## src/design/aes_defines.svh

```systemverilog
`ifndef AES_DEFINES_SVH
`define AES_DEFINES_SVH

// bus word and cipher word width
`define AES_WORD_W 32

// words per block and per round key
`define AES_NB 4

// rounds after the initial key addition
`define AES_ROUNDS 10

// progress counter
`define CTR_W 16

// counter value once the last round has been written
`define SEQ_DONE_COUNT 43

// address bits that pick a register word
`define MMIO_IDX_MSB 6
`define MMIO_IDX_LSB 2

`endif

```

## src/design/aesPkg.sv

```systemverilog
`include "aes_defines.svh"

package aesPkg;

	typedef logic [`AES_WORD_W-1:0] word_t;

	// word 0 sits in the top bits
	typedef logic [`AES_NB*`AES_WORD_W-1:0] block_t;

	typedef enum logic [1:0] {
		phIdle,
		phLoad,
		phRun,
		phDone
	} seqPhase_e;

	localparam logic [7:0] sboxTable [0:255] = '{
		8'h63, 8'h7c, 8'h77, 8'h7b, 8'hf2, 8'h6b, 8'h6f, 8'hc5,
		8'h30, 8'h01, 8'h67, 8'h2b, 8'hfe, 8'hd7, 8'hab, 8'h76,
		8'hca, 8'h82, 8'hc9, 8'h7d, 8'hfa, 8'h59, 8'h47, 8'hf0,
		8'had, 8'hd4, 8'ha2, 8'haf, 8'h9c, 8'ha4, 8'h72, 8'hc0,
		8'hb7, 8'hfd, 8'h93, 8'h26, 8'h36, 8'h3f, 8'hf7, 8'hcc,
		8'h34, 8'ha5, 8'he5, 8'hf1, 8'h71, 8'hd8, 8'h31, 8'h15,
		8'h04, 8'hc7, 8'h23, 8'hc3, 8'h18, 8'h96, 8'h05, 8'h9a,
		8'h07, 8'h12, 8'h80, 8'he2, 8'heb, 8'h27, 8'hb2, 8'h75,
		8'h09, 8'h83, 8'h2c, 8'h1a, 8'h1b, 8'h6e, 8'h5a, 8'ha0,
		8'h52, 8'h3b, 8'hd6, 8'hb3, 8'h29, 8'he3, 8'h2f, 8'h84,
		8'h53, 8'hd1, 8'h00, 8'hed, 8'h20, 8'hfc, 8'hb1, 8'h5b,
		8'h6a, 8'hcb, 8'hbe, 8'h39, 8'h4a, 8'h4c, 8'h58, 8'hcf,
		8'hd0, 8'hef, 8'haa, 8'hfb, 8'h43, 8'h4d, 8'h33, 8'h85,
		8'h45, 8'hf9, 8'h02, 8'h7f, 8'h50, 8'h3c, 8'h9f, 8'ha8,
		8'h51, 8'ha3, 8'h40, 8'h8f, 8'h92, 8'h9d, 8'h38, 8'hf5,
		8'hbc, 8'hb6, 8'hda, 8'h21, 8'h10, 8'hff, 8'hf3, 8'hd2,
		8'hcd, 8'h0c, 8'h13, 8'hec, 8'h5f, 8'h97, 8'h44, 8'h17,
		8'hc4, 8'ha7, 8'h7e, 8'h3d, 8'h64, 8'h5d, 8'h19, 8'h73,
		8'h60, 8'h81, 8'h4f, 8'hdc, 8'h22, 8'h2a, 8'h90, 8'h88,
		8'h46, 8'hee, 8'hb8, 8'h14, 8'hde, 8'h5e, 8'h0b, 8'hdb,
		8'he0, 8'h32, 8'h3a, 8'h0a, 8'h49, 8'h06, 8'h24, 8'h5c,
		8'hc2, 8'hd3, 8'hac, 8'h62, 8'h91, 8'h95, 8'he4, 8'h79,
		8'he7, 8'hc8, 8'h37, 8'h6d, 8'h8d, 8'hd5, 8'h4e, 8'ha9,
		8'h6c, 8'h56, 8'hf4, 8'hea, 8'h65, 8'h7a, 8'hae, 8'h08,
		8'hba, 8'h78, 8'h25, 8'h2e, 8'h1c, 8'ha6, 8'hb4, 8'hc6,
		8'he8, 8'hdd, 8'h74, 8'h1f, 8'h4b, 8'hbd, 8'h8b, 8'h8a,
		8'h70, 8'h3e, 8'hb5, 8'h66, 8'h48, 8'h03, 8'hf6, 8'h0e,
		8'h61, 8'h35, 8'h57, 8'hb9, 8'h86, 8'hc1, 8'h1d, 8'h9e,
		8'he1, 8'hf8, 8'h98, 8'h11, 8'h69, 8'hd9, 8'h8e, 8'h94,
		8'h9b, 8'h1e, 8'h87, 8'he9, 8'hce, 8'h55, 8'h28, 8'hdf,
		8'h8c, 8'ha1, 8'h89, 8'h0d, 8'hbf, 8'he6, 8'h42, 8'h68,
		8'h41, 8'h99, 8'h2d, 8'h0f, 8'hb0, 8'h54, 8'hbb, 8'h16
	};

	function automatic logic [7:0] sbox(logic [7:0] b);
		return sboxTable[b];
	endfunction

	function automatic word_t subWord(word_t w);
		return {sbox(w[31:24]), sbox(w[23:16]), sbox(w[15:8]), sbox(w[7:0])};
	endfunction

	function automatic word_t rotWord(word_t w);
		return {w[23:0], w[31:24]};
	endfunction

	// multiply by x, reduced by 0x11b
	function automatic logic [7:0] xtime(logic [7:0] b);
		return {b[6:0], 1'b0} ^ (b[7] ? 8'h1b : 8'h00);
	endfunction

	// 2a^3b^c^d written as a^t^2(a^b), t the xor of all four bytes
	function automatic word_t mixColumn(word_t w);
		logic [7:0] a0;
		logic [7:0] a1;
		logic [7:0] a2;
		logic [7:0] a3;
		logic [7:0] t;
		a0 = w[31:24];
		a1 = w[23:16];
		a2 = w[15:8];
		a3 = w[7:0];
		t = a0 ^ a1 ^ a2 ^ a3;
		return {a0 ^ t ^ xtime(a0 ^ a1), a1 ^ t ^ xtime(a1 ^ a2),
			a2 ^ t ^ xtime(a2 ^ a3), a3 ^ t ^ xtime(a3 ^ a0)};
	endfunction

endpackage

```

## src/design/aesRoundUnit.sv

```systemverilog
`timescale 1ns/1ps
`include "aes_defines.svh"

module aesRoundUnit (
	input logic clk,
	input logic rst_n,
	input aesPkg::seqPhase_e phase,
	input logic [`CTR_W-1:0] count,
	input aesPkg::block_t ptIn,
	input aesPkg::block_t roundKey,
	output aesPkg::block_t ctOut
);
	import aesPkg::*;

	block_t state;
	block_t shifted;
	block_t mixed;
	block_t nextState;
	logic [`CTR_W-3:0] round;

	// SubBytes and ShiftRows together, row r of column c comes from column c+r
	function automatic block_t subShift(block_t s);
		block_t r;
		int src;
		int dst;
		r = '0;
		for (int c = 0; c < `AES_NB; c++) begin
			for (int row = 0; row < 4; row++) begin
				src = $bits(block_t) - 1 - ((c + row) % `AES_NB) * `AES_WORD_W - row * 8;
				dst = $bits(block_t) - 1 - c * `AES_WORD_W - row * 8;
				r[dst -: 8] = sbox(s[src -: 8]);
			end
		end
		return r;
	endfunction

	assign round = count[`CTR_W-1:2];

	always_comb begin
		shifted = subShift(state);
		for (int c = 0; c < `AES_NB; c++) begin
			mixed[c*`AES_WORD_W +: `AES_WORD_W] = mixColumn(shifted[c*`AES_WORD_W +: `AES_WORD_W]);
		end
		if (round == '0) begin
			nextState = ptIn ^ roundKey;
		end else if (round < `AES_ROUNDS) begin
			nextState = mixed ^ roundKey;
		end else begin
			// last round has no MixColumns
			nextState = shifted ^ roundKey;
		end
	end

	// one round per four counts, on step 2 when the key window is complete
	always_ff @(posedge clk or negedge rst_n) begin
		if (!rst_n) begin
			state <= '0;
		end else if (phase == phRun && count[1:0] == 2'd2) begin
			state <= nextState;
		end
	end

	assign ctOut = state;

endmodule

```

## config.mk

```make
export PLATFORM = sky130hd
export DESIGN_NAME = aesRoundUnit
export DESIGN_NICKNAME = d
export VERILOG_FILES = /design/src/design/aesPkg.sv /design/src/design/aesRoundUnit.sv
export VERILOG_INCLUDE_DIRS = /design/src /design/src/design
export SDC_FILE = /design/constraint.sdc
export NUM_CORES = 2
export LEC_CHECK = 0
export BUFFER_PORTS_ARGS = -buffer_cell sky130_fd_sc_hd__buf_2
export CORE_MARGIN = 10
export CORE_UTILIZATION = 25
export DETAILED_ROUTE_END_ITERATION = 16
export PLACE_DENSITY = 0.45
export SYNTH_ARGS = -nofsm -noshare
export SYNTH_HDL_FRONTEND = slang
export SYNTH_SLANG_ARGS = --single-unit
export TNS_END_PERCENT = 1
```

## constraint.sdc

```tcl
create_clock -name clk -period 11 [get_ports clk]
set_input_delay 1.1 -clock clk [delete_from_list [all_inputs] [get_ports clk]]
set_output_delay 1.1 -clock clk [all_outputs]
set_load 0.03 [all_outputs]
```

==> results.ini <==
[cells_and_area]
final_cell_mix=803 x nand2_1, 750 x o21ai_0, 656 x nor2_1
n_fill_cell=30100
utilization_pct=26.5
drive_gt1_share_pct=15.0
syn2layout_area_growth_pct=5.48
largest_reg_flops=128
nets=9541
layout_commonest_cell=nand2_1

[sta]
setup_viol=0
fmax_ghz=0.143
fin_tns_setup_ns=0
drv_slew=0
worst_pin_slew_ns=1.44
layout_min_cycle_time_ns=6.97
skew_ns=0.0298
hold_viol=0
slew_headroom_pct=4.30
worst_hold_slack_ns=0.490
period_share_pct=63.4
rsz0062_at_grt=false

[routing]
wire_per_inst_um=33.6
dr.pass1.iters=9
drc=0
ant_nets=0
via_per_inst=6.62
vias=83800
first_iter_violations=14700
drt_wl_total_um=426000

[floorplan]
die-area_sq_um=293000
num_rows=191
core-area_sq_um=271000
start_util_pct=25.1
num_io_pins=404
dieHeight_um=541
die_w_um=541

[yosys]
yosysTopAreaCellShare_pct=10.0
synth.largest_area_cell=mux4_2
synthFlopType=dfrtp_1
ys_warn_count=0
synth-xor-area-share_pct=7.89
synthAdderAreaFrac_pct=4.36
ys_ff_latch=128
synth_compound_area_share_pct=36.1
synth_nets=10100
synthesis.area_sq_um=68000
synthArstFlopShare_pct=100
muxShareOfSynthArea_pct=13.1
synth_top_family_by_area=compound AO/OA/AOI/OAI gates
synth_cell_types=123
syn_avg_cell_area_sq_um=7.10
yosys.area_share.simple_pct=25.0
synth_cells=9566
ys_seq_area_share_pct=4.71
ys_top_cells_by_area=mux4_2 10%, o21ai_0 5.5%, a21oi_1 4.7%
synth_edf_count=0

[global_routing]
grt_antenna_before_repair=64
grt_pass1_vias=76800
grt_max_degree=95
grt_pass1_wl_um=601000
overflow=0
grt_usage_pct=27.1

[worst_setup_path]
cp_num_buf_inv=1
max_stage_delay_ns=1.01
cp_data_required_time_ns=11.41
r2r_cells=13
crit_type=reg2reg
cp_top_family=compound AO/OA/AOI/OAI gates
slowest_stage=ha_1
worst_ep_arrival_time_ns=7.38
cp-start-kind=register
worstPathMaxFanout=24
endpoint_kind=register
cpMostUsedCell=o21ai_0
path_depth=13
crit_chain=clkinv_1 > ha_1 > nor2_1 > o21ai_0 > o21ai_0 > mux4_2 > mux2_2 > o21ai_1 > xor2_1 > xor3_1 > a21oi_1 > or3_1 > o211ai_1

[clock_tree]
cts_max_level=4
clock_path_buffers=2
cts_buffers=17
cts_sinks=128
clk_pin_slew_ns=0.09
clk_latency_ns=0.57
cts_root_buffer=clkbuf_16
cts_tree=yes
cts-hold-fix-buffers=0
postCtsResizedCells=0
post_cts_buffers=0

[outcome]
run_status=finished, final reports clean

[place]
port_buffers=403
place.gp.congestion=1.03
dp_hpwl_um=307000

[flow_run]
max_cap_violations=0

[min_path]
min_path_type=in2async

==> path summary, 6_finish.rpt <==
check / from / end / slack [ns]
worst max-delay path: ctOut[64] / ctOut[54] / 4.03
worst min-delay path: rst_n / ctOut[122] / 0.49
worst max register to register: ctOut[64] / ctOut[54] / 4.03
worst min register to register: ctOut[7] / ctOut[7] / 0.51
max in group asynchronous: rst_n / ctOut[66] / 9.04
min in group clk: ctOut[7] / ctOut[7] / 0.51
==> cell usage after synthesis (43+ instances only) <==
| cell | count |
|---|---|
| a2111oi_0 | 52 |
| a211o_1 | 57 |
| a211oi_1 | 176 |
| a21o_1 | 69 |
| a21oi_1 | 644 |
| a221oi_1 | 90 |
| a22oi_1 | 56 |
| a311o_1 | 53 |
| a311oi_1 | 178 |
| a31oi_1 | 235 |
| and2_1 | 92 |
| and3_1 | 71 |
| buf_1 | 97 |
| buf_2 | 387 |
| buf_4 | 72 |
| clkbuf_1 | 605 |
| dfrtp_1 | 128 |
| ha_1 | 236 |
| inv_1 | 140 |
| mux2_2 | 67 |
| mux2i_1 | 122 |
| mux4_2 | 303 |
| nand2_1 | 804 |
| nand2b_1 | 342 |
| nand3_1 | 281 |
| nand3b_1 | 43 |
| nor2_1 | 657 |
| nor2b_1 | 299 |
| nor3_1 | 316 |
| nor3b_1 | 69 |
| o211ai_1 | 170 |
| o21a_1 | 52 |
| o21ai_0 | 750 |
| o221ai_1 | 88 |
| o22ai_1 | 83 |
| o311a_1 | 52 |
| o311ai_0 | 145 |
| o31ai_1 | 126 |
| or2_2 | 102 |
| or3_1 | 78 |
| xnor2_1 | 188 |
| xnor3_1 | 86 |
| xor2_1 | 130 |
==> layer usage <==
metal / vias up / track usage (%) / wire length, um
met1: 41200 / 35.3 / 167000
met3: 956 / 5.87 / 44600
met4: 16 / 17.4 / 32200
met5: - / 0 / 104
li1: 35500 / - / -
met2: 6187 / 40.3 / 182000
==> layout make-up <==
type                    instances  area, sq um  area share [%]
multi-input cells            8066        58800            82.0
well taps                    3570         4470            6.23
repair buffers                628         3710            5.18
flip-flops and latches        128         3350            4.67
inverters                     188          706           0.984
clock buffers                  17          425           0.593
clock inverters                15          134           0.187
diodes                         49          123           0.171
==> stage by stage <==
step / cells / instance area (sq um) / setup slack, ns
finish: 12700 / 71700 / 4.03
global route: 12700 / 71700 / 3.83
CTS: 12600 / 71600 / 4.19
detailed placement: 12600 / 71000 / 4.26
global placement: 12600 / 71000 / 4.38
floorplan: 9566 / 68000 / 5.80
==> cell families after synthesis <==
kind of cell	Yosys count
XOR/XNOR	436
flip-flops	128
buffers and inverters	1372
multiplexers	496
adder cells (fa/ha/maj)	237
AO/OA/AOI/OAI	3549
AND/OR/NAND/NOR	3348
Power is not shown: default switching activity piles up to over one toggle a cycle in this logic, so the estimate is an artifact.
