[config.mk]
export PLATFORM = sky130hd
export DESIGN_NAME = aesSequencer
export DESIGN_NICKNAME = d
export VERILOG_FILES = /design/src/design/aesPkg.sv /design/src/design/aesSequencer.sv
export VERILOG_INCLUDE_DIRS = /design/src /design/src/design
export SDC_FILE = /design/constraint.sdc
export NUM_CORES = 1
export LEC_CHECK = 0
export ABC_CLOCK_PERIOD_IN_PS = 1550
export BUFFER_PORTS_ARGS = -buffer_cell sky130_fd_sc_hd__buf_4
export CELL_PAD_IN_SITES_DETAIL_PLACEMENT = 2
export CELL_PAD_IN_SITES_GLOBAL_PLACEMENT = 2
export CORE_MARGIN = 10
export CORE_UTILIZATION = 30
export DETAILED_ROUTE_END_ITERATION = 10
export HOLD_SLACK_MARGIN = 0.05
export PLACE_DENSITY = 0.71
export SETUP_SLACK_MARGIN = 0.4
export SLEW_MARGIN = 20
export SYNTH_ARGS = -nofsm -noshare
export SYNTH_HDL_FRONTEND = slang
export SYNTH_SLANG_ARGS = --single-unit
[constraint.sdc]
create_clock -name clk -period 1.55 [get_ports clk]
set_input_delay 0.0775 -clock clk [delete_from_list [all_inputs] [get_ports clk]]
set_output_delay 0.0775 -clock clk [all_outputs]
set_load 0.01 [all_outputs]
[src/design/aes_defines.svh]
`ifndef AES_DEFINES_SVH
`define AES_DEFINES_SVH

// bus word and cipher word width
`define AES_WORD_W 32

// words per block and per round key
`define AES_NB 4

// rounds after the initial key addition
`define AES_ROUNDS 10

// progress counter
`define CTR_W 16

// counter value once the last round has been written
`define SEQ_DONE_COUNT 43

// address bits that pick a register word
`define MMIO_IDX_MSB 6
`define MMIO_IDX_LSB 2

`endif

[src/design/aesPkg.sv]
`include "aes_defines.svh"

package aesPkg;

	typedef logic [`AES_WORD_W-1:0] word_t;

	// word 0 sits in the top bits
	typedef logic [`AES_NB*`AES_WORD_W-1:0] block_t;

	typedef enum logic [1:0] {
		phIdle,
		phLoad,
		phRun,
		phDone
	} seqPhase_e;

	localparam logic [7:0] sboxTable [0:255] = '{
		8'h63, 8'h7c, 8'h77, 8'h7b, 8'hf2, 8'h6b, 8'h6f, 8'hc5,
		8'h30, 8'h01, 8'h67, 8'h2b, 8'hfe, 8'hd7, 8'hab, 8'h76,
		8'hca, 8'h82, 8'hc9, 8'h7d, 8'hfa, 8'h59, 8'h47, 8'hf0,
		8'had, 8'hd4, 8'ha2, 8'haf, 8'h9c, 8'ha4, 8'h72, 8'hc0,
		8'hb7, 8'hfd, 8'h93, 8'h26, 8'h36, 8'h3f, 8'hf7, 8'hcc,
		8'h34, 8'ha5, 8'he5, 8'hf1, 8'h71, 8'hd8, 8'h31, 8'h15,
		8'h04, 8'hc7, 8'h23, 8'hc3, 8'h18, 8'h96, 8'h05, 8'h9a,
		8'h07, 8'h12, 8'h80, 8'he2, 8'heb, 8'h27, 8'hb2, 8'h75,
		8'h09, 8'h83, 8'h2c, 8'h1a, 8'h1b, 8'h6e, 8'h5a, 8'ha0,
		8'h52, 8'h3b, 8'hd6, 8'hb3, 8'h29, 8'he3, 8'h2f, 8'h84,
		8'h53, 8'hd1, 8'h00, 8'hed, 8'h20, 8'hfc, 8'hb1, 8'h5b,
		8'h6a, 8'hcb, 8'hbe, 8'h39, 8'h4a, 8'h4c, 8'h58, 8'hcf,
		8'hd0, 8'hef, 8'haa, 8'hfb, 8'h43, 8'h4d, 8'h33, 8'h85,
		8'h45, 8'hf9, 8'h02, 8'h7f, 8'h50, 8'h3c, 8'h9f, 8'ha8,
		8'h51, 8'ha3, 8'h40, 8'h8f, 8'h92, 8'h9d, 8'h38, 8'hf5,
		8'hbc, 8'hb6, 8'hda, 8'h21, 8'h10, 8'hff, 8'hf3, 8'hd2,
		8'hcd, 8'h0c, 8'h13, 8'hec, 8'h5f, 8'h97, 8'h44, 8'h17,
		8'hc4, 8'ha7, 8'h7e, 8'h3d, 8'h64, 8'h5d, 8'h19, 8'h73,
		8'h60, 8'h81, 8'h4f, 8'hdc, 8'h22, 8'h2a, 8'h90, 8'h88,
		8'h46, 8'hee, 8'hb8, 8'h14, 8'hde, 8'h5e, 8'h0b, 8'hdb,
		8'he0, 8'h32, 8'h3a, 8'h0a, 8'h49, 8'h06, 8'h24, 8'h5c,
		8'hc2, 8'hd3, 8'hac, 8'h62, 8'h91, 8'h95, 8'he4, 8'h79,
		8'he7, 8'hc8, 8'h37, 8'h6d, 8'h8d, 8'hd5, 8'h4e, 8'ha9,
		8'h6c, 8'h56, 8'hf4, 8'hea, 8'h65, 8'h7a, 8'hae, 8'h08,
		8'hba, 8'h78, 8'h25, 8'h2e, 8'h1c, 8'ha6, 8'hb4, 8'hc6,
		8'he8, 8'hdd, 8'h74, 8'h1f, 8'h4b, 8'hbd, 8'h8b, 8'h8a,
		8'h70, 8'h3e, 8'hb5, 8'h66, 8'h48, 8'h03, 8'hf6, 8'h0e,
		8'h61, 8'h35, 8'h57, 8'hb9, 8'h86, 8'hc1, 8'h1d, 8'h9e,
		8'he1, 8'hf8, 8'h98, 8'h11, 8'h69, 8'hd9, 8'h8e, 8'h94,
		8'h9b, 8'h1e, 8'h87, 8'he9, 8'hce, 8'h55, 8'h28, 8'hdf,
		8'h8c, 8'ha1, 8'h89, 8'h0d, 8'hbf, 8'he6, 8'h42, 8'h68,
		8'h41, 8'h99, 8'h2d, 8'h0f, 8'hb0, 8'h54, 8'hbb, 8'h16
	};

	function automatic logic [7:0] sbox(logic [7:0] b);
		return sboxTable[b];
	endfunction

	function automatic word_t subWord(word_t w);
		return {sbox(w[31:24]), sbox(w[23:16]), sbox(w[15:8]), sbox(w[7:0])};
	endfunction

	function automatic word_t rotWord(word_t w);
		return {w[23:0], w[31:24]};
	endfunction

	// multiply by x, reduced by 0x11b
	function automatic logic [7:0] xtime(logic [7:0] b);
		return {b[6:0], 1'b0} ^ (b[7] ? 8'h1b : 8'h00);
	endfunction

	// 2a^3b^c^d written as a^t^2(a^b), t the xor of all four bytes
	function automatic word_t mixColumn(word_t w);
		logic [7:0] a0;
		logic [7:0] a1;
		logic [7:0] a2;
		logic [7:0] a3;
		logic [7:0] t;
		a0 = w[31:24];
		a1 = w[23:16];
		a2 = w[15:8];
		a3 = w[7:0];
		t = a0 ^ a1 ^ a2 ^ a3;
		return {a0 ^ t ^ xtime(a0 ^ a1), a1 ^ t ^ xtime(a1 ^ a2),
			a2 ^ t ^ xtime(a2 ^ a3), a3 ^ t ^ xtime(a3 ^ a0)};
	endfunction

endpackage

[src/design/aesSequencer.sv]
`timescale 1ns/1ps
`include "aes_defines.svh"

module aesSequencer (
	input logic clk,
	input logic rst_n,
	input logic goPulse,
	output logic [`CTR_W-1:0] count,
	output aesPkg::seqPhase_e phase,
	output logic done
);
	import aesPkg::*;

	logic atEnd;

	assign atEnd = (count == `SEQ_DONE_COUNT);

	// idle at 0, parked at the terminal count
	always_ff @(posedge clk or negedge rst_n) begin
		if (!rst_n) begin
			count <= '0;
		end else if (goPulse) begin
			count <= `CTR_W'(1);
		end else if (count != '0 && !atEnd) begin
			count <= count + 1'b1;
		end
	end

	always_ff @(posedge clk or negedge rst_n) begin
		if (!rst_n) begin
			done <= 1'b0;
		end else begin
			done <= goPulse ? 1'b0 : atEnd;
		end
	end

	always_comb begin
		if (count == '0) begin
			phase = phIdle;
		end else if (count == `CTR_W'(1)) begin
			phase = phLoad;
		end else if (atEnd) begin
			phase = phDone;
		end else begin
			phase = phRun;
		end
	end

	countBound: assert property (@(posedge clk) disable iff (!rst_n)
		count <= `SEQ_DONE_COUNT);

	doneTrack: assert property (@(posedge clk) disable iff (!rst_n)
		done == $past(atEnd && !goPulse));

endmodule

==> impl_metrics.py, run 1 <==
metrics = {
    "run_status": {
        "outcome": "stopped before the end",
        "failing_step": "5_1_grt",
        "tool_error_message": "[ERROR DPL-0033] detailed placement checks failed during check placement.",
    },
    "grt": {
        "grt_start_max_net_pins": 21,
        "antenna_found_initial": 0,
    },
    "logic_synthesis": {
        "synthTopCellsByArea": "dfrtp_1 (44%), nor2_1 (5.4%), xnor2_1 (5.4%)",
        "synth-edff-count": 0,
        "synth.net_count": 109,
        "synth-seq-area-share": 0.436,
        "netlist_instances": 103,
        "synth_warnings": 0,
        "synth_top_flop_cell": "dfrtp_1",
        "synth_largest_type_area_fraction": 0.436,
        "netlist_top_cells_count": "dfrtp_1 (17), nor2_1 (14), nand3_1 (7)",
        "yosysTopAreaCell": "dfrtp_1",
        "synth_most_common_cell": "dfrtp_1",
        "fraction_of_registers_with_async_set_or_reset_after_synthesis": 1.00,
        "synth.cell_area_um2": 975,
        "ys_seq_elements": 17,
        "number_of_distinct_library_cell_variants_in_the_gate_level_netlist_after_synthesis": 29,
        "synth_area_per_cell_um2": 9.46,
    },
    "die": {
        "ioPinCount": 22,
        "number_of_rows_in_the_core_area": 20,
        "fp.dieH_um": 77,
        "die_x_um": 77,
        "start_util": 0.317,
    },
    "placed_design": {
        "numPortBuffers": 21,
        "place.gp.congestion": 0.748,
        "dp_hpwl_um": 2300,
    },
    "clock_network": {
        "clkSinkCount": 17,
        "clk_root_buffer_cell": "clkbuf_4",
        "cts_made_buffers": 3,
        "h-tree-depth": 1,
        "maximum_clock_path_buffer_count": 2,
    },
    "sta": {
        "worst_endpoint_post_grt_repair": "phase[0]",
        "worst_endpoint_kind": "top-level output",
    },
}
## cells by family after synthesis
logic type | synth area share
XOR/XNOR | 0.0719
AND/OR/NAND/NOR | 0.321
buffers and inverters | 0.0334
multiplexers | 0.0321
AO/OA/AOI/OAI | 0.0667
flip-flops | 0.436
adder cells (fa/ha/maj) | 0.0385
## through the flow
| stage | setup slack (ns) | hold WS [ns] | cell area (µm²) | util | cells |
|---|---|---|---|---|---|
| detailed placement | 0.0534 | -0.0415 | 1300 | 0.422 | 174 |
| floorplan | 0.232 | -0.218 | 1040 | - | 103 |
| global placement | 0.0682 | -0.0412 | 1300 | 0.422 | 174 |
| CTS | -0.0907 | 0.109 | 1630 | 0.529 | 200 |
## what timing repair did
item,CTS
gates resized for setup,32
pin swaps,13
hold buffers,1
hold endpoints to repair,17
endpoints found under the setup margin,19
buffers inserted,21
gates cloned,0
==> run 2: changes to the inputs <==
- CELL_PAD_IN_SITES_DETAIL_PLACEMENT: 2 -> not set
- CELL_PAD_IN_SITES_GLOBAL_PLACEMENT: 2 -> not set
- CORE_UTILIZATION: 30 -> 20
- HOLD_SLACK_MARGIN: 0.05 -> not set
- PLACE_DENSITY: 0.71 -> not set
- PLACE_DENSITY_LB_ADDON: not set -> 0.15
- SETUP_SLACK_MARGIN: 0.4 -> not set
==> run 2 against run 1 <==
The flow now finishes, with violations (setup timing). Synthesized cell count did not move. Synthesized area did not move.
==> impl_metrics.py, run 2 <==
metrics = {
    "placed_design": {
        "placedCellCount": 204,
        "place.gp.congestion": 0.788,
        "numPortBuffers": 21,
        "dp_hpwl_um": 2170,
    },
    "drt": {
        "drt_first_pass_iters": 4,
        "ant_nets": 0,
        "drt-total-wl_um": 2870,
        "via_count": 898,
        "drt_drc_violations_left": 0,
        "iteration_0_drc_markers": 45,
        "route.detailed.vias_per_inst": 4.22,
        "drt-wirelength-per-cell_um": 13.5,
    },
    "grt": {
        "grt_start_max_net_pins": 21,
        "wire_length_of_the_first_global_routing_pass_um": 4770,
        "global_route.overflow_total": 0,
        "number_of_global_route_vias_before_repair": 950,
        "global_route.usage.total": 0.0715,
        "antenna_found_initial": 0,
    },
    "pwr": {
        "power_frac_clock": 0.215,
        "seqPwrFrac": 0.324,
        "design_power_total_uw": 1560,
        "comb_power_share": 0.461,
        "power_report.internal_total_uw": 1050,
        "p_sw_uw": 517,
        "power_density_nw_per_um2": 1060,
        "netSwitchingFraction": 0.331,
        "maximum_ir_drop_on_the_vdd_rail_uv": 317,
        "total_leakage_power_uw": 0.000656,
    },
    "run_status": {
        "violations": "setup timing",
        "outcome": "finished with violations",
    },
    "sta": {
        "unrepaired_setup_endpoints_after_global_routing": "yes",
        "period_share": 1.00,
        "final-max-slew-violation-count": 0,
        "timing_worst_slew_pin_value_ns": 0.303,
        "final-setup-viol-count": 1,
        "layout_min_cycle_time_ns": 1.55,
        "total_count_of_hold_check_failures_in_the_final_report": 0,
        "fin_setup_tns_ns": -0.00377,
        "crit_path_setup_slack_layout_ns": -0.00377,
        "worst_hold_slack_ns": 0.155,
        "max_clock_freq_mhz": 644,
        "slew_headroom": 0.798,
        "skew_ns": 0.00408,
    },
    "logic_synthesis": {
        "synth_top_flop_cell": "dfrtp_1",
        "netlist_instances": 103,
        "number_of_distinct_library_cell_variants_in_the_gate_level_netlist_after_synthesis": 29,
        "fraction_of_registers_with_async_set_or_reset_after_synthesis": 1.00,
        "synth-edff-count": 0,
        "ys_seq_elements": 17,
        "yosysTopAreaCell": "dfrtp_1",
        "synth-seq-area-share": 0.436,
        "synth_warnings": 0,
        "synth.net_count": 109,
        "synth.cell_area_um2": 975,
        "netlist_top_cells_count": "dfrtp_1 (17), nor2_1 (14), nand3_1 (7)",
        "synth_largest_type_area_fraction": 0.436,
        "synthTopCellsByArea": "dfrtp_1 (44%), nor2_1 (5.4%), xnor2_1 (5.4%)",
        "synth_area_per_cell_um2": 9.46,
        "synth_most_common_cell": "dfrtp_1",
    },
    "clock_network": {
        "cts.clk_slew.worst_paths_ns": 0.07,
        "cts_tree": "built",
        "clkSinkCount": 17,
        "worst_skew_pair.late_latency_ns": 0.25,
        "maximum_clock_path_buffer_count": 2,
        "cts_made_buffers": 3,
        "clk_root_buffer_cell": "clkbuf_8",
        "h-tree-depth": 1,
    },
    "die": {
        "start_util": 0.206,
        "number_of_rows_in_the_core_area": 25,
        "design.die.area_um2": 8070,
        "ioPinCount": 22,
        "fp.dieH_um": 89.8,
        "core_um2": 4720,
        "die_x_um": 89.8,
    },
    "final_layout": {
        "final_cells": 213,
        "regMostFlops": "count",
        "drive_gt1_frac": 0.425,
        "mostFrequentLayoutCell": "buf_4",
        "commonest_cells_after_routing_fill_and_taps_aside": "buf_4 (39), dfrtp_1 (16), nor2_1 (13), nand3_1 (6), xnor2_1 (6)",
        "final_nets": 153,
        "flip_flop_count_of_the_largest_register_after_layout": 16,
        "diodes": 0,
        "area_growth_syn_to_layout_pct": 50.6,
        "leading_registers_by_flop_count": "count (16), done (1)",
    },
    "worst_setup_path": {
        "gate_family_responsible_for_the_most_delay_along_the_worst_path": "flip-flops",
        "timing.critical_path.mode_cell": "buf_6",
        "worst-path-max-fanout": 7,
        "critical_path.endpoint_type": "primary output",
        "cp_cell_sequence": "buf_6 -> inv_1 -> ha_2 -> o21ai_0 -> or2_4 -> buf_6",
        "critPathMaxStageDelay_ns": 0.39,
        "critical_path_required_ns": 1.47,
        "cp.arrival_ns": 1.48,
        "critical-path-slowest-cell": "dfrtp_1",
        "worstPathBufferInverterCount": 3,
        "timing_worst_setup_path_type": "flip-flop to primary output",
        "critical_path.startpoint_type": "flip-flop",
    },
    "min_path": {
        "hold_class": "input port to flip-flop",
    },
    "job": {
        "max_cap_viols": 0,
    },
}
==> run 2: power groups by stage <==
stage                     Sequential [µW]  Combinational [µW]  Clock [µW]
after floorplan                       549                 296           0
after global placement                514                 609           0
after detailed placement              512                 615           0
after CTS                             506                 687         347
after global routing                  510                 796         368
final                                 506                 720         336
==> run 2: final timing paths <==
kind                       cells after the start  slack [ns]   endpoint  startpoint
setup / recovery                               6      -0.004   phase[1]    count[0]
setup reg to reg                               4        0.09  count[13]    count[5]
hold / removal                                 2        0.15   count[5]     goPulse
max in group asynchronous                      2        1.12   count[3]       rst_n
min in group asynchronous                      2        0.22   count[6]       rst_n
hold reg to reg                                2        0.59   count[3]    count[3]
==> run 2: cell type report <==
| type | instances | area (µm²) |
|---|---|---|
| clock buffers | 4 | 45.0 |
| fillers | 505 | 3260 |
| inverters | 4 | 15.0 |
| multi-input cells | 78 | 561 |
| flip-flops and latches | 17 | 427 |
| well taps | 67 | 83.8 |
| repair buffers | 43 | 337 |
==> run 2: cells by family after synthesis <==
family,Yosys count,synth area share
muxes,3,0.0321
buffers and inverters,8,0.0334
DFF,17,0.436
AOI/OAI and AO/OA,12,0.0667
adders and majority gates,3,0.0385
xor gates and xnor gates,8,0.0719
and+or+nand+nor,52,0.321
==> run 2: timing repair <==
item                                    in CTS  in global routing
gates resized for setup                      6                  8
pin swaps                                    3                  3
setup buffers                                1                  3
hold endpoints to repair                    17                  0
endpoints found under the setup margin       2                  6
hold buffers                                 1                  0
==> run 2: routing by layer <==
metal / wire, µm / vias up / track usage / part of all wire
met5: 0 / - / 0 / 0
met3: 134 / 4 / 0.0108 / 0.047
met1: 1280 / 423 / 0.0875 / 0.44
li1: - / 445 / - / -
met4: 56 / 0 / 0.0431 / 0.020
met2: 1400 / 26 / 0.115 / 0.49
==> run 2: stage by stage <==
step / util / cell area [µm²] / setup WS, ns
detailed placement: 0.281 / 1330 / 0.0244
floorplan: - / 975 / 0.0186
global route: 0.311 / 1470 / -0.0961
global placement: 0.281 / 1330 / -0.00792
CTS: 0.299 / 1410 / -0.0927
finish: 0.311 / 1470 / -0.00377
(Power assumes the default switching activity.)
