`src/design/aes_defines.svh`:
```
`ifndef AES_DEFINES_SVH
`define AES_DEFINES_SVH

// bus word and cipher word width
`define AES_WORD_W 32

// words per block and per round key
`define AES_NB 4

// rounds after the initial key addition
`define AES_ROUNDS 10

// progress counter
`define CTR_W 16

// counter value once the last round has been written
`define SEQ_DONE_COUNT 43

// address bits that pick a register word
`define MMIO_IDX_MSB 6
`define MMIO_IDX_LSB 2

`endif

```
`src/design/aesPkg.sv`:
```
`include "aes_defines.svh"

package aesPkg;

	typedef logic [`AES_WORD_W-1:0] word_t;

	// word 0 sits in the top bits
	typedef logic [`AES_NB*`AES_WORD_W-1:0] block_t;

	typedef enum logic [1:0] {
		phIdle,
		phLoad,
		phRun,
		phDone
	} seqPhase_e;

	localparam logic [7:0] sboxTable [0:255] = '{
		8'h63, 8'h7c, 8'h77, 8'h7b, 8'hf2, 8'h6b, 8'h6f, 8'hc5,
		8'h30, 8'h01, 8'h67, 8'h2b, 8'hfe, 8'hd7, 8'hab, 8'h76,
		8'hca, 8'h82, 8'hc9, 8'h7d, 8'hfa, 8'h59, 8'h47, 8'hf0,
		8'had, 8'hd4, 8'ha2, 8'haf, 8'h9c, 8'ha4, 8'h72, 8'hc0,
		8'hb7, 8'hfd, 8'h93, 8'h26, 8'h36, 8'h3f, 8'hf7, 8'hcc,
		8'h34, 8'ha5, 8'he5, 8'hf1, 8'h71, 8'hd8, 8'h31, 8'h15,
		8'h04, 8'hc7, 8'h23, 8'hc3, 8'h18, 8'h96, 8'h05, 8'h9a,
		8'h07, 8'h12, 8'h80, 8'he2, 8'heb, 8'h27, 8'hb2, 8'h75,
		8'h09, 8'h83, 8'h2c, 8'h1a, 8'h1b, 8'h6e, 8'h5a, 8'ha0,
		8'h52, 8'h3b, 8'hd6, 8'hb3, 8'h29, 8'he3, 8'h2f, 8'h84,
		8'h53, 8'hd1, 8'h00, 8'hed, 8'h20, 8'hfc, 8'hb1, 8'h5b,
		8'h6a, 8'hcb, 8'hbe, 8'h39, 8'h4a, 8'h4c, 8'h58, 8'hcf,
		8'hd0, 8'hef, 8'haa, 8'hfb, 8'h43, 8'h4d, 8'h33, 8'h85,
		8'h45, 8'hf9, 8'h02, 8'h7f, 8'h50, 8'h3c, 8'h9f, 8'ha8,
		8'h51, 8'ha3, 8'h40, 8'h8f, 8'h92, 8'h9d, 8'h38, 8'hf5,
		8'hbc, 8'hb6, 8'hda, 8'h21, 8'h10, 8'hff, 8'hf3, 8'hd2,
		8'hcd, 8'h0c, 8'h13, 8'hec, 8'h5f, 8'h97, 8'h44, 8'h17,
		8'hc4, 8'ha7, 8'h7e, 8'h3d, 8'h64, 8'h5d, 8'h19, 8'h73,
		8'h60, 8'h81, 8'h4f, 8'hdc, 8'h22, 8'h2a, 8'h90, 8'h88,
		8'h46, 8'hee, 8'hb8, 8'h14, 8'hde, 8'h5e, 8'h0b, 8'hdb,
		8'he0, 8'h32, 8'h3a, 8'h0a, 8'h49, 8'h06, 8'h24, 8'h5c,
		8'hc2, 8'hd3, 8'hac, 8'h62, 8'h91, 8'h95, 8'he4, 8'h79,
		8'he7, 8'hc8, 8'h37, 8'h6d, 8'h8d, 8'hd5, 8'h4e, 8'ha9,
		8'h6c, 8'h56, 8'hf4, 8'hea, 8'h65, 8'h7a, 8'hae, 8'h08,
		8'hba, 8'h78, 8'h25, 8'h2e, 8'h1c, 8'ha6, 8'hb4, 8'hc6,
		8'he8, 8'hdd, 8'h74, 8'h1f, 8'h4b, 8'hbd, 8'h8b, 8'h8a,
		8'h70, 8'h3e, 8'hb5, 8'h66, 8'h48, 8'h03, 8'hf6, 8'h0e,
		8'h61, 8'h35, 8'h57, 8'hb9, 8'h86, 8'hc1, 8'h1d, 8'h9e,
		8'he1, 8'hf8, 8'h98, 8'h11, 8'h69, 8'hd9, 8'h8e, 8'h94,
		8'h9b, 8'h1e, 8'h87, 8'he9, 8'hce, 8'h55, 8'h28, 8'hdf,
		8'h8c, 8'ha1, 8'h89, 8'h0d, 8'hbf, 8'he6, 8'h42, 8'h68,
		8'h41, 8'h99, 8'h2d, 8'h0f, 8'hb0, 8'h54, 8'hbb, 8'h16
	};

	function automatic logic [7:0] sbox(logic [7:0] b);
		return sboxTable[b];
	endfunction

	function automatic word_t subWord(word_t w);
		return {sbox(w[31:24]), sbox(w[23:16]), sbox(w[15:8]), sbox(w[7:0])};
	endfunction

	function automatic word_t rotWord(word_t w);
		return {w[23:0], w[31:24]};
	endfunction

	// multiply by x, reduced by 0x11b
	function automatic logic [7:0] xtime(logic [7:0] b);
		return {b[6:0], 1'b0} ^ (b[7] ? 8'h1b : 8'h00);
	endfunction

	// 2a^3b^c^d written as a^t^2(a^b), t the xor of all four bytes
	function automatic word_t mixColumn(word_t w);
		logic [7:0] a0;
		logic [7:0] a1;
		logic [7:0] a2;
		logic [7:0] a3;
		logic [7:0] t;
		a0 = w[31:24];
		a1 = w[23:16];
		a2 = w[15:8];
		a3 = w[7:0];
		t = a0 ^ a1 ^ a2 ^ a3;
		return {a0 ^ t ^ xtime(a0 ^ a1), a1 ^ t ^ xtime(a1 ^ a2),
			a2 ^ t ^ xtime(a2 ^ a3), a3 ^ t ^ xtime(a3 ^ a0)};
	endfunction

endpackage

```
`src/design/mmioPkg.sv`:
```
`include "aes_defines.svh"

package mmioPkg;

	// word index taken from the byte address
	typedef logic [`MMIO_IDX_MSB-`MMIO_IDX_LSB:0] regIdx_t;

	// first word of each register region
	typedef enum regIdx_t {
		regCtrl = 5'd8,
		regCount = 5'd9,
		regKey0 = 5'd10,
		regPt0 = 5'd14,
		regCt0 = 5'd18
	} regOffset_e;

endpackage

```
`src/design/aesMmioRegs.sv`:
```
`timescale 1ns/1ps
`include "aes_defines.svh"

module aesMmioRegs (
	input logic clk,
	input logic rst_n,
	input logic [31:0] addr,
	input logic wrEn,
	input logic accelSelect,
	input aesPkg::word_t dataIn,
	input logic [`CTR_W-1:0] count,
	input logic done,
	input aesPkg::block_t ctOut,
	output aesPkg::block_t keyIn,
	output aesPkg::block_t ptIn,
	output logic goPulse,
	output aesPkg::word_t dataOut
);
	import aesPkg::*;
	import mmioPkg::*;

	regIdx_t idx;
	regOffset_e region;
	logic hit;
	logic [1:0] wordSel;
	logic wrStrobe;
	logic goBit;
	word_t keyWords [`AES_NB];
	word_t ptWords [`AES_NB];

	assign idx = addr[`MMIO_IDX_MSB:`MMIO_IDX_LSB];
	assign wrStrobe = wrEn & accelSelect;

	// region decode, wordSel is the offset inside a four-word region
	always_comb begin
		hit = 1'b1;
		region = regCtrl;
		if (idx == regCount) begin
			region = regCount;
		end else if (idx >= regKey0 && idx < regPt0) begin
			region = regKey0;
		end else if (idx >= regPt0 && idx < regCt0) begin
			region = regPt0;
		end else if (idx >= regCt0 && idx < regCt0 + `AES_NB) begin
			region = regCt0;
		end else if (idx != regCtrl) begin
			hit = 1'b0;
		end
	end

	assign wordSel = 2'(idx - region);

	// any write to the control word starts a run
	assign goPulse = wrStrobe && hit && (region == regCtrl);

	always_ff @(posedge clk or negedge rst_n) begin
		if (!rst_n) begin
			keyWords <= '{default: '0};
			ptWords <= '{default: '0};
			goBit <= 1'b0;
		end else begin
			goBit <= goPulse;
			if (wrStrobe && hit && region == regKey0) begin
				keyWords[wordSel] <= dataIn;
			end
			if (wrStrobe && hit && region == regPt0) begin
				ptWords[wordSel] <= dataIn;
			end
		end
	end

	assign keyIn = {keyWords[0], keyWords[1], keyWords[2], keyWords[3]};
	assign ptIn = {ptWords[0], ptWords[1], ptWords[2], ptWords[3]};

	always_comb begin
		dataOut = '0;
		if (hit) begin
			case (region)
				regCtrl: dataOut = {done, {(`AES_WORD_W-2){1'b0}}, goBit};
				regCount: dataOut = word_t'(count);
				regKey0: dataOut = keyWords[wordSel];
				regPt0: dataOut = ptWords[wordSel];
				regCt0: dataOut = ctOut[(`AES_NB-1-wordSel)*`AES_WORD_W +: `AES_WORD_W];
				default: dataOut = '0;
			endcase
		end
	end

	// a go comes from a bus write and restarts the sequencer at 1
	goFromWrite: assert property (@(posedge clk) disable iff (!rst_n)
		goPulse |-> wrEn ##1 (goBit && count == 1));

endmodule

```
`config.mk`:
```
export PLATFORM = sky130hd
export DESIGN_NAME = aesMmioRegs
export DESIGN_NICKNAME = d
export VERILOG_FILES = /design/src/design/aesPkg.sv /design/src/design/mmioPkg.sv /design/src/design/aesMmioRegs.sv
export VERILOG_INCLUDE_DIRS = /design/src /design/src/design
export SDC_FILE = /design/constraint.sdc
export NUM_CORES = 1
export LEC_CHECK = 0
export CAP_MARGIN = 30
export CORE_AREA = 2 2 195 197
export DETAILED_ROUTE_END_ITERATION = 8
export DIE_AREA = 0 0 197 199
export DONT_BUFFER_PORTS = 1
export SYNTH_ARGS = -nofsm -noshare
export SYNTH_HDL_FRONTEND = slang
export SYNTH_SLANG_ARGS = --single-unit
```
`constraint.sdc`:
```
create_clock -name clk -period 3.7 [get_ports clk]
set_input_delay 0 -clock clk [delete_from_list [all_inputs] [get_ports clk]]
set_output_delay 0 -clock clk [all_outputs]
set_load 0.005 [all_outputs]
```
==> metrics.csv, run 1 <==
stage,metric,value,unit
synth,postSynth.asyncResetShare,100,%
synth,syn_area_per_cell,12.8,µm²
placement,pre_cts_ws,0.614,ns
routing,drt_iter0_drc,397,
synth,synth_flop_cell,dfrtp_1,
cts,clkTransAtPathRegs,0.06,ns
power_and_ir_drop,vdd_drop_max,0.488,mV
timing,tightest_slew,0.768,ns
cts,hold_buffers,38,
timing,max_freq,0.288,GHz
floorplanning,dieArea,39200,µm²
routing,ant_nets,0,
final_layout,syn_to_final_growth,15.5,%
routing,first_pass_iters,4,
cts,post_cts_resized,0,
power_and_ir_drop,powerDensity,504,nW/µm²
cts,cts_setup_buffers,0,
final_layout,seq_area,6430,µm²
status,status,finished with violations,
floorplanning,rows,71,
cts,root_buffer,clkbuf_16,
timing,finalCriticalPeriod,3.48,ns
timing,finalHoldViolCount,257,
timing,rsz0062_at_grt,false,
final_layout,multiInputGateArea,6210,µm²
final_layout,nets,1246,
final_layout,fillers,3502,
power_and_ir_drop,leakage,7.25,nW
placement,numPortBuffers,0,
grt,overflow,0,
synth,synth_cells,1010,
worst_setup_path,crit_fanout,50,
floorplanning,core-area,37100,µm²
floorplanning,die_x,197,µm
status,violations,hold timing,
timing,finalCritPeriodShare,94.0,%
routing,drcViolationCount,0,
worst_setup_path,worst-endpoint-required,3.70,ns
routing,vias,8955,
cts,cts_tree,yes,
cts,clk_latency,0.56,ns
placement,dp.final_hpwl,29.3,mm
timing,postLayoutSetupSlackWorst,0.223,ns
timing,slew_headroom,48.8,%
final_layout,layout-drive-gt1-share,8.63,%
synth,synth_nets,1224,
grt,grt.total_usage,21.7,%
cts,numCtsBuffers,28,
worst_setup_path,critPathCaptureType,primary output,
synth,synth.ff_latch_count,257,
floorplanning,start_util,34.9,%
grt,first_global_vias,9198,
worst_setup_path,path_class,input pin to primary output,
cts,clock_sinks,257,
grt,grt_max_degree,258,
routing,viasPerCell,5.86,
cts,clock_path_buffers,3,
placement,place.gp.congestion,0.785,
floorplanning,die_h,199,µm
synth,ys_seq_area_share,49.6,%
cts,htree_num_levels,1,
synth,yosysUniqueCellTypes,38,
routing,wire_per_inst,28.8,µm
flow_run,drv_cap,0,
worst_setup_path,startpoint_type,input pin,
worst_hold_path,min_path_type,input pin to async pin,
timing,slew_viol_final,0,
synth,synth_area,13000,µm²
grt,antenna_found_initial,1,
timing,final-setup-viol-count,0,
floorplanning,io_pins,502,
synth,synth-edff-count,0,
timing,setup_tns,0,ns
routing,wl,44.1,mm
grt,grt_pass1_wl,62.6,mm
worst_setup_path,critPathArrivalTime,3.48,ns
timing,skew,0,ns
timing,hold-worst-slack,-0.879,ns
synth,synth.yosys.warnings,0,
## final cells by class
type	count	share of cell area, %
repair buffers	64	4.67
well taps	474	3.96
clock inverters	16	1.44
diodes	1	0.0167
clock buffers	36	5.35
multi-input cells	678	41.5
flip-flops and latches	257	43.0
inverters	3	0.0753
## kinds of logic (layout without fill, tap and decap cells)
logic type	after synthesis	in the layout	share of synthesized area [%]
multiplexers	439	439	36.5
AND/OR/NAND/NOR	121	121	4.67
AO/OA/AOI/OAI	115	115	5.89
adder cells (fa/ha/maj)	1	1	0.0965
XOR/XNOR	2	2	0.135
other	0	1	0
flip-flops	257	257	49.6
buffers and inverters	75	119	3.05
## cell usage after synthesis (2+ instances only)
library cell / n / area [µm²]
mux2_1: 272 / 3060
dfrtp_1: 257 / 6430
mux2i_1: 167 / 1670
o22ai_1: 60 / 375
nand2_1: 56 / 210
or3_1: 31 / 194
clkbuf_1: 27 / 101
buf_4: 23 / 173
buf_2: 22 / 110
o21ai_0: 16 / 80.1
o221ai_1: 15 / 131
nand3_1: 8 / 40.0
a22oi_1: 7 / 52.6
a21oi_1: 6 / 30.0
nand2b_1: 5 / 31.3
nand3b_1: 4 / 30.0
nor2_1: 4 / 15.0
nor3_1: 4 / 20.0
inv_1: 3 / 11.3
and3_1: 2 / 12.5
nand4b_1: 2 / 17.5
nor2b_1: 2 / 12.5
nor4_1: 2 / 12.5
## per-layer routing
layer | GRT usage [%] | part of all wire [%] | vias up
li1 | - | - | 3818
met1 | 25.8 | 39 | 4589
met2 | 36.6 | 48 | 450
met3 | 7.15 | 9.4 | 98
met4 | 8.21 | 3.7 | 0
met5 | 0 | 0 | -
## final timing paths
check                                from           to  slack [ns]  cells after the start
worst max-delay path              addr[5]  dataOut[23]        0.22                     11
worst min-delay path                rst_n     ptIn[27]       -0.88                      0
worst max register to register  keyIn[96]    keyIn[96]        2.76                      1
worst min register to register  ptIn[101]    ptIn[101]        0.54                      1
max in group asynchronous           rst_n    keyIn[96]        3.96                      0
min in group clk                  addr[6]        goBit        0.12                      3
## worst max-delay path, cell delays in order
cell	delay, ns
dlygate4sd3_1	0.54
nand2b_1	0.17
nor4_2	0.23
ha_1	0.27
a21oi_1	0.09
a311oi_4	0.49
buf_12	0.34
buf_12	0.32
mux2i_1	0.30
o22ai_1	0.11
or3_1	0.47
## report_power, final
group | leakage, nW | switching, W | internal, W
logic | 3.30 | 0.000431 | 0.000464
registers | 3.47 | 0.000456 | 0.00318
clock network | 0.487 | 0.00120 | 0.00181
## stage by stage
step,hold slack [ns],area (µm²),std cells,utilization (%),total power [W]
2_1_floorplan,-0.296,13000,1010,-,0.00419
3_3_place_gp,-0.289,13600,1437,36.5,0.00449
3_5_place_dp,-0.289,13600,1438,36.5,0.00452
4_1_cts,-0.912,15000,1528,40.3,0.00765
5_1_grt,-0.909,15000,1529,40.3,0.00787
6_report,-0.879,15000,1529,40.3,0.00754
## cell usage in the layout (no fill, tap or decap), types with 5 or more instances in the layout
master         instances
clkbuf_16             28
or3_1                 31
clkinv_2               5
buf_12                10
clkinvlp_4             5
nand2_1               53
o21ai_0               16
clkbuf_8               7
nand3_2                5
dfrtp_1              257
buf_4                 15
o221ai_1              15
o22ai_1               60
a21oi_1                6
dlygate4sd3_1         38
a22oi_1                7
mux2i_1              167
mux2_1               272
## flip-flops by register name, indices dropped and copies added (netlist names)
register / cells
ptIn: 128
goBit: 1
keyIn: 128
Note: power is estimated with default switching activity, not from simulation.
==> run 2: changes to the inputs <==
--- a/config.mk
+++ b/config.mk
@@ -7,9 +7,9 @@
 export NUM_CORES = 1
 export LEC_CHECK = 0
 export CAP_MARGIN = 30
-export CORE_AREA = 2 2 195 197
+export CORE_MARGIN = 2
+export CORE_UTILIZATION = 25
 export DETAILED_ROUTE_END_ITERATION = 8
-export DIE_AREA = 0 0 197 199
 export DONT_BUFFER_PORTS = 1
 export SYNTH_ARGS = -nofsm -noshare
 export SYNTH_HDL_FRONTEND = slang
==> run 2 against run 1 <==
The run still ends with hold timing left; core utilization down 10 points; clock skew unchanged; sequential power about the same; global-route usage down 5.0 points; critical path type unchanged; highest routed layer is now met5.
==> metrics.csv, run 2 (synthesized netlist as in run 1, its figures left out) <==
stage,metric,value,unit
floorplanning,dieArea,53700,µm²
timing,rsz0062_at_grt,false,
worst_setup_path,max_stage_delay,0.62,ns
worst_setup_path,crit_fanout,42,
placement,pre_cts_ws,0.601,ns
final_layout,syn_to_final_growth,18.4,%
cts,cts_tree,yes,
timing,max_freq,0.287,GHz
power_and_ir_drop,p_total,0.00785,W
placement,numPortBuffers,0,
final_layout,layout-drive-gt1-share,9.91,%
power_and_ir_drop,p_sw,0.00214,W
timing,slew_headroom,36.6,%
worst_setup_path,crit_top_cell,buf_12,
final_layout,nets,1261,
floorplanning,io_pins,502,
cts,clk_latency,0.56,ns
cts,htree_num_levels,1,
timing,tightest_slew,0.948,ns
routing,ant_nets,0,
worst_setup_path,path_delay_family,buffers and inverters,
routing,drcViolationCount,0,
final_layout,fillers,5210,
timing,finalCritPeriodShare,94.3,%
timing,finalHoldViolCount,257,
grt,overflow,0,
worst_hold_path,min_path_type,input pin to async pin,
grt,grt.total_usage,16.7,%
timing,slew_viol_final,0,
routing,wire_per_inst,26.7,µm
power_and_ir_drop,leakage,7.34,nW
grt,first_global_vias,9769,
floorplanning,rows,83,
worst_setup_path,slowest_stage,a311oi_4,
power_and_ir_drop,p_int,0.00571,W
final_layout,final_common_cell,mux2_1,
cts,hold_buffers,38,
routing,wl,46.9,mm
power_and_ir_drop,combinationalPowerShare,11.8,%
status,status,finished with violations,
power_and_ir_drop,seqPwrFrac,46.4,%
flow_run,drv_cap,0,
grt,grt_pass1_wl,66.8,mm
cts,numCtsBuffers,30,
worst_setup_path,path_cells,"dlygate4sd3_1, nand2b_1, nor4_2, ha_1, nand4b_1, o31ai_1, a311oi_4, buf_12, buf_12, mux2i_1, o221ai_1, or3_1",
power_and_ir_drop,clockPowerShare,41.7,%
worst_setup_path,path_class,input pin to primary output,
timing,postLayoutSetupSlackWorst,0.212,ns
placement,placed_cells,1654,
worst_setup_path,crit_buf_inv,3,
status,violations,hold timing,
power_and_ir_drop,swShare,27.2,%
floorplanning,start_util,25.3,%
floorplanning,core-area,51300,µm²
cts,clkTransAtPathRegs,0.06,ns
grt,grt_max_degree,258,
grt,antenna_found_initial,6,
final_layout,layout_common_cells,"mux2_1 (272), dfrtp_1 (257), mux2i_1 (167)",
worst_setup_path,critPathCaptureType,primary output,
worst_setup_path,startpoint_type,input pin,
cts,clock_sinks,257,
cts,root_buffer,clkbuf_16,
final_layout,layout.cells.non_filler,1754,
floorplanning,die_h,232,µm
placement,dp.final_hpwl,32.1,mm
power_and_ir_drop,powerDensity,511,nW/µm²
worst_setup_path,reg2reg_slack,2.75,ns
cts,clock_path_buffers,3,
routing,vias,9166,
worst_setup_path,critPathArrivalTime,3.49,ns
timing,setup_tns,0,ns
floorplanning,die_x,232,µm
worst_setup_path,worst-endpoint-required,3.70,ns
cts,post_cts_resized,0,
power_and_ir_drop,vdd_drop_max,0.272,mV
routing,viasPerCell,5.23,
timing,hold-worst-slack,-0.877,ns
routing,first_pass_iters,4,
routing,drt_iter0_drc,396,
timing,skew,0,ns
placement,place.gp.congestion,0.851,
timing,final-setup-viol-count,0,
timing,finalCriticalPeriod,3.49,ns
## run 2: cell types whose count changed in the layout (fill, tap and decap cells not counted), sizes merged
cell	previous run	this run
diode	1	4
clkbuf	36	39
clkinvlp	5	2
bufinv	4	6
buf	26	39
inv	3	4
## run 2: worst paths after layout
kind	start	to	depth (start not counted)
worst max-delay path	addr[5]	dataOut[13]	12
min in group clk	addr[6]	goBit	3
max in group asynchronous	rst_n	keyIn[78]	0
worst min register to register	keyIn[37]	keyIn[37]	1
worst min-delay path	rst_n	keyIn[27]	0
worst max register to register	ptIn[41]	ptIn[41]	1
## run 2: metal layers
layer | track usage, % | vias to the layer above | share of wire [%] | wire length [µm]
li1 | - | 3853 | - | -
met3 | 5.12 | 121 | 8.9 | 4170
met5 | 0 | - | 0.049 | 23
met2 | 28.8 | 457 | 49 | 23000
met1 | 18.6 | 4731 | 38 | 17700
met4 | 8.17 | 4 | 4.3 | 2020
## run 2: power groups by stage
| stage | Combinational [W] | Sequential (W) | Clock [W] |
|---|---|---|---|
| 2_1_floorplan | 0.000687 | 0.00350 | 0 |
| 3_3_place_gp | 0.000828 | 0.00368 | 0 |
| 3_5_place_dp | 0.000861 | 0.00369 | 0 |
| 4_1_cts | 0.000932 | 0.00364 | 0.00336 |
| 5_1_grt | 0.00101 | 0.00369 | 0.00347 |
| 6_report | 0.000929 | 0.00364 | 0.00328 |
## run 2: what timing repair did
| action | in CTS | in global routing |
|---|---|---|
| setup buffers | 0 | 3 |
| hold endpoints to repair | 514 | 257 |
| endpoints found under the setup margin | 0 | 19 |
## run 2: metrics by stage
step	utilization (%)	area (µm²)
after floorplan	-	13000
after global placement	26.9	13800
after detailed placement	26.9	13800
after CTS	29.8	15300
after global routing	29.9	15300
final	29.9	15300
## run 2: layout make-up
cell class                 instances  area, µm²  area share [%]
antenna                            4       10.0          0.0652
clock buffer                      39        866            5.64
clock inverter                    16        243            1.58
inverter                           3       11.3          0.0734
multi-input combinational        678       6210            40.5
sequential                       257       6430            41.9
tap                              680        851            5.54
timing repair buffer              77        723            4.71
==> run 3: changes to the inputs <==
--- a/config.mk
+++ b/config.mk
@@ -11,6 +11,7 @@
 export CORE_UTILIZATION = 25
 export DETAILED_ROUTE_END_ITERATION = 8
 export DONT_BUFFER_PORTS = 1
+export PLACE_DENSITY = 0.35
 export SYNTH_ARGS = -nofsm -noshare
 export SYNTH_HDL_FRONTEND = slang
 export SYNTH_SLANG_ARGS = --single-unit
==> run 3 against run 2 <==
The run still ends with hold timing left; critical path depth down 1; sequential share of layout area shrank 0.085 points; wire length increased by 8.6%; via count decreased by 4.0%; critical path type unchanged; largest cell class unchanged.
==> metrics.csv, run 3 (synthesized netlist as in run 1, its figures left out) <==
stage,metric,value,unit
final_layout,fillers,5328,
cts,clkTransAtPathRegs,0.06,ns
power_and_ir_drop,combinationalPowerShare,11.3,%
cts,clk_latency,0.53,ns
status,status,finished with violations,
cts,clock_sinks,257,
worst_hold_path,min_path_type,input pin to async pin,
worst_setup_path,crit_fanout,23,
worst_setup_path,critPathCaptureType,primary output,
routing,wl,50.9,mm
timing,slew_viol_final,0,
placement,place.gp.congestion,0.739,
final_layout,nets,1257,
placement,numPortBuffers,0,
routing,ant_nets,0,
cts,htree_num_levels,2,
floorplanning,rows,83,
floorplanning,io_pins,502,
timing,hold-worst-slack,-0.834,ns
worst_setup_path,worst-endpoint-required,3.70,ns
flow_run,drv_cap,0,
timing,tightest_slew,0.862,ns
timing,finalCritPeriodShare,76.9,%
timing,max_freq,0.352,GHz
final_layout,layout_common_cells,"mux2_1 (272), dfrtp_1 (257), mux2i_1 (167)",
grt,first_global_vias,9358,
floorplanning,die_x,232,µm
timing,setup_tns,0,ns
worst_setup_path,path_class,input pin to primary output,
power_and_ir_drop,swShare,27.7,%
routing,first_pass_iters,4,
placement,dp.final_hpwl,34.1,mm
worst_setup_path,critPathArrivalTime,2.84,ns
grt,grt_pass1_wl,71.9,mm
floorplanning,core-area,51300,µm²
final_layout,layout-drive-gt1-share,9.10,%
cts,cts_setup_buffers,0,
status,violations,hold timing,
timing,skew,0,ns
power_and_ir_drop,leakage,7.34,nW
power_and_ir_drop,powerDensity,521,nW/µm²
grt,antenna_found_initial,3,
final_layout,multiInputGateArea,6230,µm²
cts,cts_tree,yes,
worst_setup_path,startpoint_type,input pin,
cts,root_buffer,clkbuf_16,
grt,overflow,0,
grt,grt.total_usage,18.6,%
final_layout,final_common_cell,mux2_1,
power_and_ir_drop,seqPwrFrac,45.8,%
power_and_ir_drop,clockPowerShare,43.0,%
power_and_ir_drop,vdd_drop_max,0.301,mV
cts,hold_buffers,36,
floorplanning,start_util,25.3,%
cts,clock_path_buffers,3,
timing,slew_headroom,42.5,%
timing,finalHoldViolCount,257,
routing,drcViolationCount,0,
cts,post_cts_resized,0,
routing,drt_iter0_drc,451,
grt,grt_max_degree,258,
power_and_ir_drop,p_sw,0.00222,W
routing,vias,8798,
routing,wire_per_inst,29.1,µm
final_layout,seq_area,6430,µm²
final_layout,syn_to_final_growth,18.7,%
cts,numCtsBuffers,34,
timing,finalCriticalPeriod,2.84,ns
floorplanning,dieArea,53700,µm²
routing,viasPerCell,5.03,
timing,rsz0062_at_grt,false,
timing,final-setup-viol-count,0,
power_and_ir_drop,p_int,0.00579,W
final_layout,final_util,30.0,%
floorplanning,die_h,232,µm
## run 3: area by class of cell
| cell class | instances | area share (%) |
|---|---|---|
| sequential | 257 | 41.8 |
| antenna | 3 | 0.0488 |
| inverter | 3 | 0.0732 |
| clock inverter | 7 | 0.732 |
| tap | 680 | 5.53 |
| clock buffer | 52 | 6.78 |
| multi-input combinational | 678 | 40.5 |
| timing repair buffer | 69 | 4.52 |
## run 3: critical path, cell delays in order
cell      delay, ns
nand2b_1       0.22
nor4_2         0.21
ha_1           0.27
a21oi_1        0.09
a311oi_4       0.39
buf_4          0.24
buf_4          0.19
buf_4          0.39
mux2i_1        0.28
o22ai_1        0.13
or3_1          0.39
## run 3: worst paths after layout
check | startpoint | endpoint | slack [ns] | depth (start not counted)
worst max-delay path | addr[6] | dataOut[21] | 0.86 | 11
worst min-delay path | rst_n | keyIn[33] | -0.83 | 0
worst max register to register | ptIn[71] | ptIn[71] | 2.79 | 1
worst min register to register | keyIn[34] | keyIn[34] | 0.54 | 1
max in group asynchronous | rst_n | keyIn[122] | 3.85 | 0
min in group clk | count[9] | dataOut[9] | 0.19 | 3
## run 3: power groups by stage
stage	sequential, W	clock, W	combinational, W
after CTS	0.00368	0.00358	0.000919
final	0.00366	0.00344	0.000902
after global routing	0.00372	0.00367	0.000994
after global placement	0.00373	0	0.000828
after detailed placement	0.00373	0	0.000848
after floorplan	0.00350	0	0.000687
## run 3: through the flow
| step | hold slack, ns | instance area [µm²] | power, W | cells | setup slack, ns |
|---|---|---|---|---|---|
| floorplan | -0.296 | 13000 | 0.00419 | 1010 | 0.617 |
| global placement | -0.290 | 13900 | 0.00456 | 1651 | 0.660 |
| detailed placement | -0.290 | 13900 | 0.00458 | 1651 | 0.618 |
| CTS | -0.871 | 15400 | 0.00818 | 1746 | 0.823 |
| global route | -0.863 | 15400 | 0.00838 | 1748 | 0.679 |
| finish | -0.834 | 15400 | 0.00801 | 1749 | 0.855 |
## run 3: metal layers
layer  vias up  track usage, %  wire [µm]
met4         0            5.25       1050
met2       332            29.8      23700
li1       3844               -          -
met5         -               0          0
met3        60            5.67       4070
met1      4562            24.3      22100
